==> src/rtl/freq_pkg.sv <==
//--------------------------------------------------------------------------
// gate length, widths and display timing for the frequency meter
// readings are edges per gate, at most GATE_CYCLES/2 for a synchronized input
//--------------------------------------------------------------------------
package freq_pkg;

	// gate length in clock cycles
	localparam int GATE_CYCLES  = 1000;
	localparam int GATE_BITS    = $clog2(GATE_CYCLES);
	// free-running edge count, wider than any single-gate reading
	localparam int COUNT_BITS   = 16;
	localparam int READING_BITS = 10;
	// display
	localparam int DIGITS       = 4;
	localparam int INDEX_BITS   = $clog2(DIGITS);
	localparam int SCAN_CYCLES  = 16;
	localparam int SCAN_BITS    = $clog2(SCAN_CYCLES);
	// double-dabble working register
	localparam int BCD_BITS     = DIGITS * 4;
	localparam int SHIFT_BITS   = BCD_BITS + READING_BITS;
	localparam int STEP_BITS    = $clog2(READING_BITS);

	typedef logic [COUNT_BITS-1:0] edge_count_t;

	typedef struct packed {
		logic [READING_BITS-1:0] value;
		logic                    valid;
	} reading_t;

	// index 0 is the units digit
	typedef logic [DIGITS-1:0][3:0] bcd_digits_t;

	typedef struct packed {
		bcd_digits_t digit;
		logic        valid;
	} bcd_word_t;

	// bit order g f e d c b a, lit when high
	typedef logic [6:0] seg_t;

	function automatic seg_t digit_to_segments(input logic [3:0] nibble);
		case (nibble)
			4'd0: return 7'h3f;
			4'd1: return 7'h06;
			4'd2: return 7'h5b;
			4'd3: return 7'h4f;
			4'd4: return 7'h66;
			4'd5: return 7'h6d;
			4'd6: return 7'h7d;
			4'd7: return 7'h07;
			4'd8: return 7'h7f;
			4'd9: return 7'h6f;
			// anything outside 0..9 shows as blank
			default: return 7'h00;
		endcase
	endfunction

endpackage

==> src/rtl/bin_to_bcd.sv <==
//--------------------------------------------------------------------------
// shift-and-add-3 conversion, one bit per clock, result 11 cycles on
// a new reading while busy restarts the conversion
//--------------------------------------------------------------------------
module bin_to_bcd (
	input  logic                clock,
	input  logic                reset,
	input  freq_pkg::reading_t  reading,
	output freq_pkg::bcd_word_t bcd
);
	import freq_pkg::*;

	// bcd digits on top, binary underneath
	logic [SHIFT_BITS-1:0] work;
	logic [SHIFT_BITS-1:0] work_next;
	// bcd field after the add-3 pass
	logic [BCD_BITS-1:0]   adjusted;

	logic                 busy;
	logic [STEP_BITS-1:0] step;
	logic                 last_step;

	bcd_digits_t digit_q;
	logic        valid_q;

	// one double-dabble step
	always_comb begin
		adjusted = work[SHIFT_BITS-1 -: BCD_BITS];
		for (int i = 0; i < DIGITS; i++) begin
			// nibble of 5 or more would overflow past 9 when doubled
			if (adjusted[i*4 +: 4] >= 4'd5) begin
				adjusted[i*4 +: 4] = adjusted[i*4 +: 4] + 4'd3;
			end
		end
		// msb of the binary moves into the units digit
		work_next = {adjusted, work[READING_BITS-1:0]} << 1;
	end

	assign last_step = busy && (step == STEP_BITS'(READING_BITS - 1));

	always_ff @(posedge clock) begin
		if (reset) begin
			busy    <= 1'b0;
			step    <= '0;
			valid_q <= 1'b0;
		end else begin
			valid_q <= last_step;
			if (reading.valid) begin
				busy <= 1'b1;
				step <= '0;
			end else if (busy) begin
				step <= step + STEP_BITS'(1);
				if (last_step) begin
					busy <= 1'b0;
				end
			end
		end
	end

	always_ff @(posedge clock) begin
		if (reading.valid) begin
			// digits start at zero
			work <= {BCD_BITS'(0), reading.value};
		end else if (busy) begin
			work <= work_next;
		end
		// result taken straight from the final step
		if (last_step) begin
			digit_q <= work_next[SHIFT_BITS-1 -: BCD_BITS];
		end
	end

	// digits only change together with valid
	assign bcd = '{digit: digit_q, valid: valid_q};

endmodule

==> src/rtl/digit_scanner.sv <==
//--------------------------------------------------------------------------
// one digit lit at a time, SCAN_CYCLES clocks each, units digit first
// dark until the first bcd word, each new word restarts the scan at digit 0
//--------------------------------------------------------------------------
module digit_scanner (
	input  logic                        clock,
	input  logic                        reset,
	input  freq_pkg::bcd_word_t         bcd,
	output freq_pkg::seg_t              segments,
	output logic [freq_pkg::DIGITS-1:0] anodes
);
	import freq_pkg::*;

	// latest word on the display
	bcd_digits_t shown;
	// set by the first word
	logic started;

	logic [SCAN_BITS-1:0]  scan_count;
	logic                  scan_wrap;
	logic [INDEX_BITS-1:0] index;
	// leading zeros to suppress
	logic [DIGITS-1:0]     blank;

	assign scan_wrap = (scan_count == SCAN_BITS'(SCAN_CYCLES - 1));

	always_ff @(posedge clock) begin
		if (reset) begin
			started    <= 1'b0;
			scan_count <= '0;
			index      <= '0;
		end else if (bcd.valid) begin
			started    <= 1'b1;
			scan_count <= '0;
			index      <= '0;
		end else if (started) begin
			if (scan_wrap) begin
				scan_count <= '0;
				// step to the next digit, back to units after the top one
				if (index == INDEX_BITS'(DIGITS - 1)) begin
					index <= '0;
				end else begin
					index <= index + INDEX_BITS'(1);
				end
			end else begin
				scan_count <= scan_count + SCAN_BITS'(1);
			end
		end
	end

	always_ff @(posedge clock) begin
		if (bcd.valid) begin
			shown <= bcd.digit;
		end
	end

	// walk down from the top digit while everything seen is zero
	always_comb begin
		logic leading;
		leading = 1'b1;
		for (int i = DIGITS - 1; i >= 1; i--) begin
			leading  = leading && (shown[i] == 4'd0);
			blank[i] = leading;
		end
		// units always shown, so zero reads as 0
		blank[0] = 1'b0;
	end

	assign anodes   = started ? (DIGITS'(1) << index) : '0;
	assign segments = (started && !blank[index]) ? digit_to_segments(shown[index]) : '0;

endmodule

==> src/rtl/edge_counter.sv <==
//--------------------------------------------------------------------------
// counts rising edges of an asynchronous level, wraps at 2^COUNT_BITS
// input must stay high and low for at least one clock each to be seen
//--------------------------------------------------------------------------
module edge_counter (
	input  logic                  clock,
	input  logic                  reset,
	input  logic                  signal_in,
	output freq_pkg::edge_count_t edge_count
);
	import freq_pkg::*;

	// two-flop synchronizer
	logic sync_meta;
	logic sync_stable;
	// previous synchronized level
	logic sync_prev;
	// registered rising-edge strobe
	logic edge_seen;

	always_ff @(posedge clock) begin
		if (reset) begin
			sync_meta   <= 1'b0;
			sync_stable <= 1'b0;
			sync_prev   <= 1'b0;
			edge_seen   <= 1'b0;
			edge_count  <= '0;
		end else begin
			sync_meta   <= signal_in;
			sync_stable <= sync_meta;
			sync_prev   <= sync_stable;
			// low to high on the synchronized level
			edge_seen   <= sync_stable & ~sync_prev;
			// free-running, wraps on its own
			edge_count  <= edge_count + edge_count_t'(edge_seen);
		end
	end

endmodule

==> src/rtl/freq_counter_top.sv <==
//--------------------------------------------------------------------------
// frequency meter, edges of signal_in per gate of GATE_CYCLES clocks
// reading 1 cycle after the gate closes, bcd 11 cycles after the reading
//--------------------------------------------------------------------------
module freq_counter_top (
	input  logic                        clock,
	input  logic                        reset,
	input  logic                        signal_in,
	output freq_pkg::reading_t          reading,
	output freq_pkg::bcd_word_t         bcd,
	output freq_pkg::seg_t              segments,
	output logic [freq_pkg::DIGITS-1:0] anodes
);
	import freq_pkg::*;

	// gate closes
	logic        gate_tick;
	// running total of input edges
	edge_count_t edge_count;

	// gate and edge count run side by side
	gate_timer gate_timer_i (
		.clock     (clock),
		.reset     (reset),
		.gate_tick (gate_tick)
	);

	edge_counter edge_counter_i (
		.clock      (clock),
		.reset      (reset),
		.signal_in  (signal_in),
		.edge_count (edge_count)
	);

	// edges per gate
	rate_capture rate_capture_i (
		.clock      (clock),
		.reset      (reset),
		.gate_tick  (gate_tick),
		.edge_count (edge_count),
		.reading    (reading)
	);

	// reading to decimal
	bin_to_bcd bin_to_bcd_i (
		.clock   (clock),
		.reset   (reset),
		.reading (reading),
		.bcd     (bcd)
	);

	// decimal to multiplexed seven-segment
	digit_scanner digit_scanner_i (
		.clock    (clock),
		.reset    (reset),
		.bcd      (bcd),
		.segments (segments),
		.anodes   (anodes)
	);

endmodule

==> src/rtl/gate_timer.sv <==
//--------------------------------------------------------------------------
// gate tick derived from clock, one cycle wide every GATE_CYCLES cycles
// first tick lands GATE_CYCLES cycles after reset is released
//--------------------------------------------------------------------------
module gate_timer (
	input  logic clock,
	input  logic reset,
	output logic gate_tick
);
	import freq_pkg::*;

	logic [GATE_BITS-1:0] gate_count;
	logic                 gate_wrap;

	// last cycle of the gate
	assign gate_wrap = (gate_count == GATE_BITS'(GATE_CYCLES - 1));

	always_ff @(posedge clock) begin
		if (reset) begin
			gate_count <= '0;
			gate_tick  <= 1'b0;
		end else begin
			// tick is registered, so it shows one cycle after the wrap
			gate_tick <= gate_wrap;
			if (gate_wrap) begin
				gate_count <= '0;
			end else begin
				gate_count <= gate_count + GATE_BITS'(1);
			end
		end
	end

endmodule

==> src/rtl/rate_capture.sv <==
//--------------------------------------------------------------------------
// edges per gate from a free-running count, modulo the count width
// first reading after reset covers a partial gate
//--------------------------------------------------------------------------
module rate_capture (
	input  logic                  clock,
	input  logic                  reset,
	input  logic                  gate_tick,
	input  freq_pkg::edge_count_t edge_count,
	output freq_pkg::reading_t    reading
);
	import freq_pkg::*;

	// count taken at the previous tick
	edge_count_t snapshot;
	// edges since the previous tick
	edge_count_t window_count;

	logic [READING_BITS-1:0] value_q;
	logic                    valid_q;

	// modulo subtraction copes with the count wrapping mid-gate
	assign window_count = edge_count - snapshot;

	always_ff @(posedge clock) begin
		if (reset) begin
			snapshot <= '0;
			valid_q  <= 1'b0;
		end else begin
			valid_q <= gate_tick;
			if (gate_tick) begin
				snapshot <= edge_count;
			end
		end
	end

	always_ff @(posedge clock) begin
		if (gate_tick) begin
			// upper bits are zero for any rate the synchronizer can follow
			value_q <= window_count[READING_BITS-1:0];
		end
	end

	assign reading = '{value: value_q, valid: valid_q};

endmodule

==> config.mk <==
export PLATFORM = sky130hd
export DESIGN_NAME = freq_counter_top
export DESIGN_NICKNAME = d
export VERILOG_FILES = /design/src/rtl/freq_pkg.sv /design/src/rtl/bin_to_bcd.sv /design/src/rtl/digit_scanner.sv /design/src/rtl/edge_counter.sv /design/src/rtl/freq_counter_top.sv /design/src/rtl/gate_timer.sv /design/src/rtl/rate_capture.sv
export SDC_FILE = /design/constraint.sdc
export NUM_CORES = 1
export LEC_CHECK = 0
export ABC_AREA = 1
export BUFFER_PORTS_ARGS = -buffer_cell sky130_fd_sc_hd__buf_4
export CAP_MARGIN = 5
export CORE_MARGIN = 1.5
export CORE_UTILIZATION = 40
export CTS_CLUSTER_SIZE = 40
export DETAILED_ROUTE_END_ITERATION = 12
export PLACE_DENSITY = 0.59
export SKIP_CTS_REPAIR_TIMING = 1
export SYNTH_ARGS = -nofsm -noshare
export SYNTH_HDL_FRONTEND = slang
export SYNTH_HIERARCHICAL = 1
export SYNTH_SLANG_ARGS = --single-unit
==> constraint.sdc <==
create_clock -name clock -period 3.1 [get_ports clock]
set_input_delay 0.465 -clock clock [delete_from_list [all_inputs] [get_ports clock]]
set_output_delay 0.465 -clock clock [all_outputs]
set_load 0.005 [all_outputs]
# Yosys cells after proc, flatten, opt, wreduce, memory -nomap -nowiden
# Memories as Yosys holds them, arrays and structs flattened.
# Index checks and enable logic that the tools add are counted.
[totals] output_inout_bits=39 n_memories=1 mem_bits_ro=112 word_cells=79 register_bits=123 in_bits=3
[mem_list] memory="(name not given)" words=16 word_bits=7 rd=1 rd_clocked_by_memory_dff=0 write_ports=0 line="freq_pkg.sv:42" text="case (nibble)"
[op_classes] n_shift=1 bitwise=2 n_eq_ne=4 mux=17 add_sub_neg=10 n_reduce_logical=13 order_cmp=5
[op_table] operator="4-bit 2-to-1 mux" count=6
[op_table] operator="10-bit 2-to-1 mux" count=2
[op_table] operator="16-bit by 1-bit adder with 16-bit output" count=1
[op_table] operator="4-bit by 3-bit >= comparator with 1-bit output (second input constant)" count=4
[op_table] operator="4-bit by 2-bit adder with 4-bit output (second input constant)" count=3
[op_table] operator="4-bit zero test" count=3
[op_table] operator="10-bit by 1-bit adder with 10-bit output (second input constant)" count=1
[op_table] operator="10-bit == test (second input constant)" count=1
[op_table] operator="10-bit subtractor" count=1
[op_table] operator="4-bit by 1-bit adder with 4-bit output (second input constant)" count=2
[op_table] operator="4-bit binary-select mux with 2-bit select" count=1
[op_table] operator="4-bit == test (second input constant)" count=2
[op_table] operator="7-bit 2-to-1 mux" count=1
[op_table] operator="2-bit OR reduction" count=3
[op_table] operator="1-bit logical AND" count=4
[op_table] operator="1-bit 2-to-1 mux" count=4
[op_table] operator="1-bit by 2-bit << shifter with 4-bit output (first input constant)" count=1
[op_table] operator="3-bit by 2-bit adder with 3-bit output (second input constant)" count=1
[op_table] operator="2-bit by 3-bit < comparator with 1-bit output (second input constant)" count=1
[op_table] operator="3-bit 2-to-1 mux" count=1
[op_table] operator="2-bit by 1-bit adder with 2-bit output (second input constant)" count=1
[op_table] operator="1-bit binary-select mux with 2-bit select" count=1
[op_table] operator="2-bit == test (second input constant)" count=1
[op_table] operator="2-bit 2-to-1 mux" count=1
[op_table] operator="5 further kinds" count=5

# Logic depth before layout (Yosys ltp)
[logic_depth] depth_word=8 ltp_mapped=12

# Hierarchy
# The synthesis kept the hierarchy.
[modules_own_cells] module="bin_to_bcd" cells_each=245 area_each_um2=2215.9 instances=1 seq_area_each_um2=1221.2
[modules_own_cells] module="digit_scanner" cells_each=149 area_each_um2=1280.0 instances=1 seq_area_each_um2=620.6
[modules_own_cells] module="rate_capture" cells_each=141 area_each_um2=1163.6 instances=1 seq_area_each_um2=520.5
[modules_own_cells] module="edge_counter" cells_each=136 area_each_um2=949.7 instances=1 seq_area_each_um2=400.4
[modules_own_cells] module="gate_timer" cells_each=63 area_each_um2=476.7 instances=1 seq_area_each_um2=220.2

# Least setup slack after synthesis
# No wires, ideal clock.
[synth_path] kind="register -> output" start="reg digit_scanner_i.index[0]" end="out segments[3]" path_stages_with_launch=12 t_arrival_ps=1520 required_ps=2635 path_buffers=1 setup_slack_ps=1115 path_cell_list="dfxtp_1 > buf_4 > nor2_1 > nor2_1 > o21ai_1 > nand2_1 > inv_1 > ha_1 > inv_1 > nor2_1 > nor2_1 > nor2_2"
[synth_between] elab_chain_cells=5
[synth_rtl] item="from (decl)" line="digit_scanner.sv:21" text="logic [INDEX_BITS-1:0] index;"
[synth_rtl] item="from (signal assigned)" line="digit_scanner.sv:43" text="index <= index + INDEX_BITS'(1);"
[synth_rtl] item="parallel branches: the longest is 4 deep, another holds memory 16 x 7 bit"
[synth_rtl] item="7-bit 2-to-1 mux *" line="digit_scanner.sv:70" text="assign segments = (started && !blank[index]) ? digit_to_segments(shown[index]) : '0;"
[synth_rtl] item="to (decl)" line="freq_counter_top.sv:11" text="output freq_pkg::seg_t segments,"
# Mark *: on every way between the ends. The select of a mux whose other input is x is not followed.

# Worst setup path after layout
[layout_path] start="reg digit_scanner_i.index[0]" end="out segments[5]"
# The elaborated chain is that of the path after synthesis.

==> impl_metrics.py <==
metrics = {
    "critical_path": {
        "cp-start-kind": "flop",
        "cp.required_ns": 2.63,
        "worstSetupPathType": "flop to output port",
        "arrival_ns": 2.33,
        "crit_fanout": 15,
        "cp-end-kind": "output port",
    },
    "yosys": {
        "syn_nets": 711,
        "synth_area_per_cell_um2": 8.515,
        "yosys_warnings": 6,
        "synthCells": 674,
        "synth_area_mm2": 0.005739,
    },
    "job": {
        "cap_violations": 0,
    },
    "final_layout": {
        "layout-drive-gt1-share_pct": 15.76,
        "regArea_mm2": 0.002863,
        "area.growth.synth_to_final_pct": 18.27,
        "nFillCells": 1295,
        "fin_nets": 760,
        "antennaDiodeCount": 0,
        "multiInputGateArea_mm2": 0.002416,
    },
    "clock_tree": {
        "cts_tree": "done",
        "cts_buffers": 17,
        "insertion_delay_ns": 0.41,
        "root_buffer": "clkbuf_16",
        "clock_path_buffers": 2,
        "cts_max_level": 4,
        "clock_sinks": 117,
        "path_clk_slew_ns": 0.06,
    },
    "pwr": {
        "irDropWorstVdd_v": 0.0002759,
        "power_switching_mw": 0.8551,
        "power_leakage_nw": 3.045,
        "cellPowerDensity_mw_per_mm2": 565.7,
        "combinationalPowerShare_pct": 5.6,
        "p_int_mw": 2.985,
        "seqPwrFrac_pct": 43.7,
        "pwr-share-clk_pct": 50.7,
        "switching_share_pct": 22.27,
        "total_power_mw": 3.840,
    },
    "global_routing": {
        "grt_pass1_wl_um": 19070,
        "first_global_vias": 4173,
        "overflow": 0,
        "track_usage_pct": 16.25,
        "grt_max_degree": 29,
        "antenna_found_initial": 0,
    },
    "sta": {
        "finalSetupViolations": 0,
        "finalWorstSetupSlack_ns": 0.3082,
        "hold_viol": 0,
        "holdWs_ns": 0.2597,
        "slew_headroom_pct": 51.91,
        "rsz0062_at_grt": "no",
        "maxSlewViolCount": 0,
        "tightest_slew_ns": 0.7204,
        "fmax_mhz": 358.2,
        "finalCritPeriodShare_pct": 90.06,
        "clock_skew_ns": 0.007440,
        "fin_crit_ns": 2.792,
        "setup_tns_ns": 0,
    },
    "place": {
        "gp_congestion": 0.8784,
        "dp_hpwl_um": 8267,
        "port_buffers": 41,
        "post-place-ws_ns": 0.7353,
    },
    "route": {
        "avgRoutedWirePerCell_um": 12.35,
        "vias": 4318,
        "final_antenna_net_count": 0,
        "drc": 0,
        "wl_um": 11310,
        "drt-pass1-iter-count": 4,
        "via_per_inst": 4.714,
        "first_iter_violations": 286,
    },
    "floorplanning": {
        "die_h_um": 122.8,
        "dieArea_mm2": 0.01508,
        "core_area_mm2": 0.01393,
        "ios": 42,
        "die_w_um": 122.8,
        "initial_core_util_pct": 41.19,
        "rows": 43,
    },
    "hold_path": {
        "hold_class": "input pin to flop",
    },
    "status": {
        "run_status": "finished clean",
    },
}
area by class of cell:
class	instances	area share [%]
Tap cell	180	3.318
Inverter	98	5.456
Clock buffer	18	6.323
Timing Repair Buffer	43	4.756
Multi-Input combinational cell	446	35.59
Sequential cell	117	42.18
Clock inverter	14	2.378
metal layers:
metal | global-route usage [%] | up-vias | wire [µm]
met3 | 3.299 | 16 | 303
li1 | - | 2265 | -
met1 | 20.15 | 1977 | 5424
met2 | 27.19 | 60 | 5385
met4 | 7.413 | 0 | 200
met5 | 0 | - | 0
power groups by stage:
stage / Clock [mW] / Sequential [mW] / Combinational, mW
finish: 1.95 / 1.68 / 0.215
global route: 2.06 / 1.68 / 0.252
CTS: 1.99 / 1.68 / 0.215
detailed placement: 0 / 1.71 / 0.214
global placement: 0 / 1.71 / 0.203
floorplan: 0 / 1.70 / 0.168
critical path, stage by stage (launching register included):
cell and delay [ns]:
dfxtp_1 0.62, inv_2 0.21, nand2_1 0.11, nand3_1 0.09, nand2_2 0.15, inv_1 0.08, ha_1 0.19, inv_1 0.05
nand3_1 0.09, nand3_1 0.09, nand2_1 0.05, nor2_1 0.09, buf_4 0.11
sequential cells by signal, summed over array words and instances (netlist names), 4 cells and up:
name,cells
bin_to_bcd_i/bcd,16
rate_capture_i/value_q,10
bin_to_bcd_i/step,4
digit_scanner_i/scan_count,4
edge_counter_i/edge_count,10
rate_capture_i/snapshot,10
digit_scanner_i/shown,16
bin_to_bcd_i/work,26
gate_timer_i/gate_count,10
placed cells by master (no fill, tap or decap), types with 9 or more instances in the layout:
cell,n
nand2_2,11
nand4_1,10
edfxtp_1,52
clkbuf_16,17
inv_1,88
nand3_1,40
a211oi_1,9
dfxtp_1,65
nand2_1,175
buf_4,43
ha_1,33
nor2_1,68
o21ai_0,18
a21oi_1,23
inv_2,9
worst paths after layout:
path,depth (start not counted),end,slack [ns],start
setup / recovery,12,segments[5],0.31,digit_scanner_i/index[0]$_SDFFE_PP0P_
hold / removal,3,edge_counter_i/sync_meta$_SDFF_PP0_,0.26,signal_in
setup reg to reg,10,rate_capture_i/value_q[6]$_DFFE_PP_,1.30,edge_counter_i/edge_count[0]$_SDFF_PP0_
hold reg to reg,1,edge_counter_i/edge_seen$_SDFF_PP0_,0.40,edge_counter_i/sync_prev$_SDFF_PP0_
metrics by stage:
step                      cell area [µm²]  util (%)  instances
after CTS                            6788     48.71        916
after floorplan                      5739         -        674
final                                6788     48.71        916
after global routing                 6788     48.71        916
after global placement               6197     44.47        884
after detailed placement             6197     44.47        884
(Power assumes the default switching activity.)
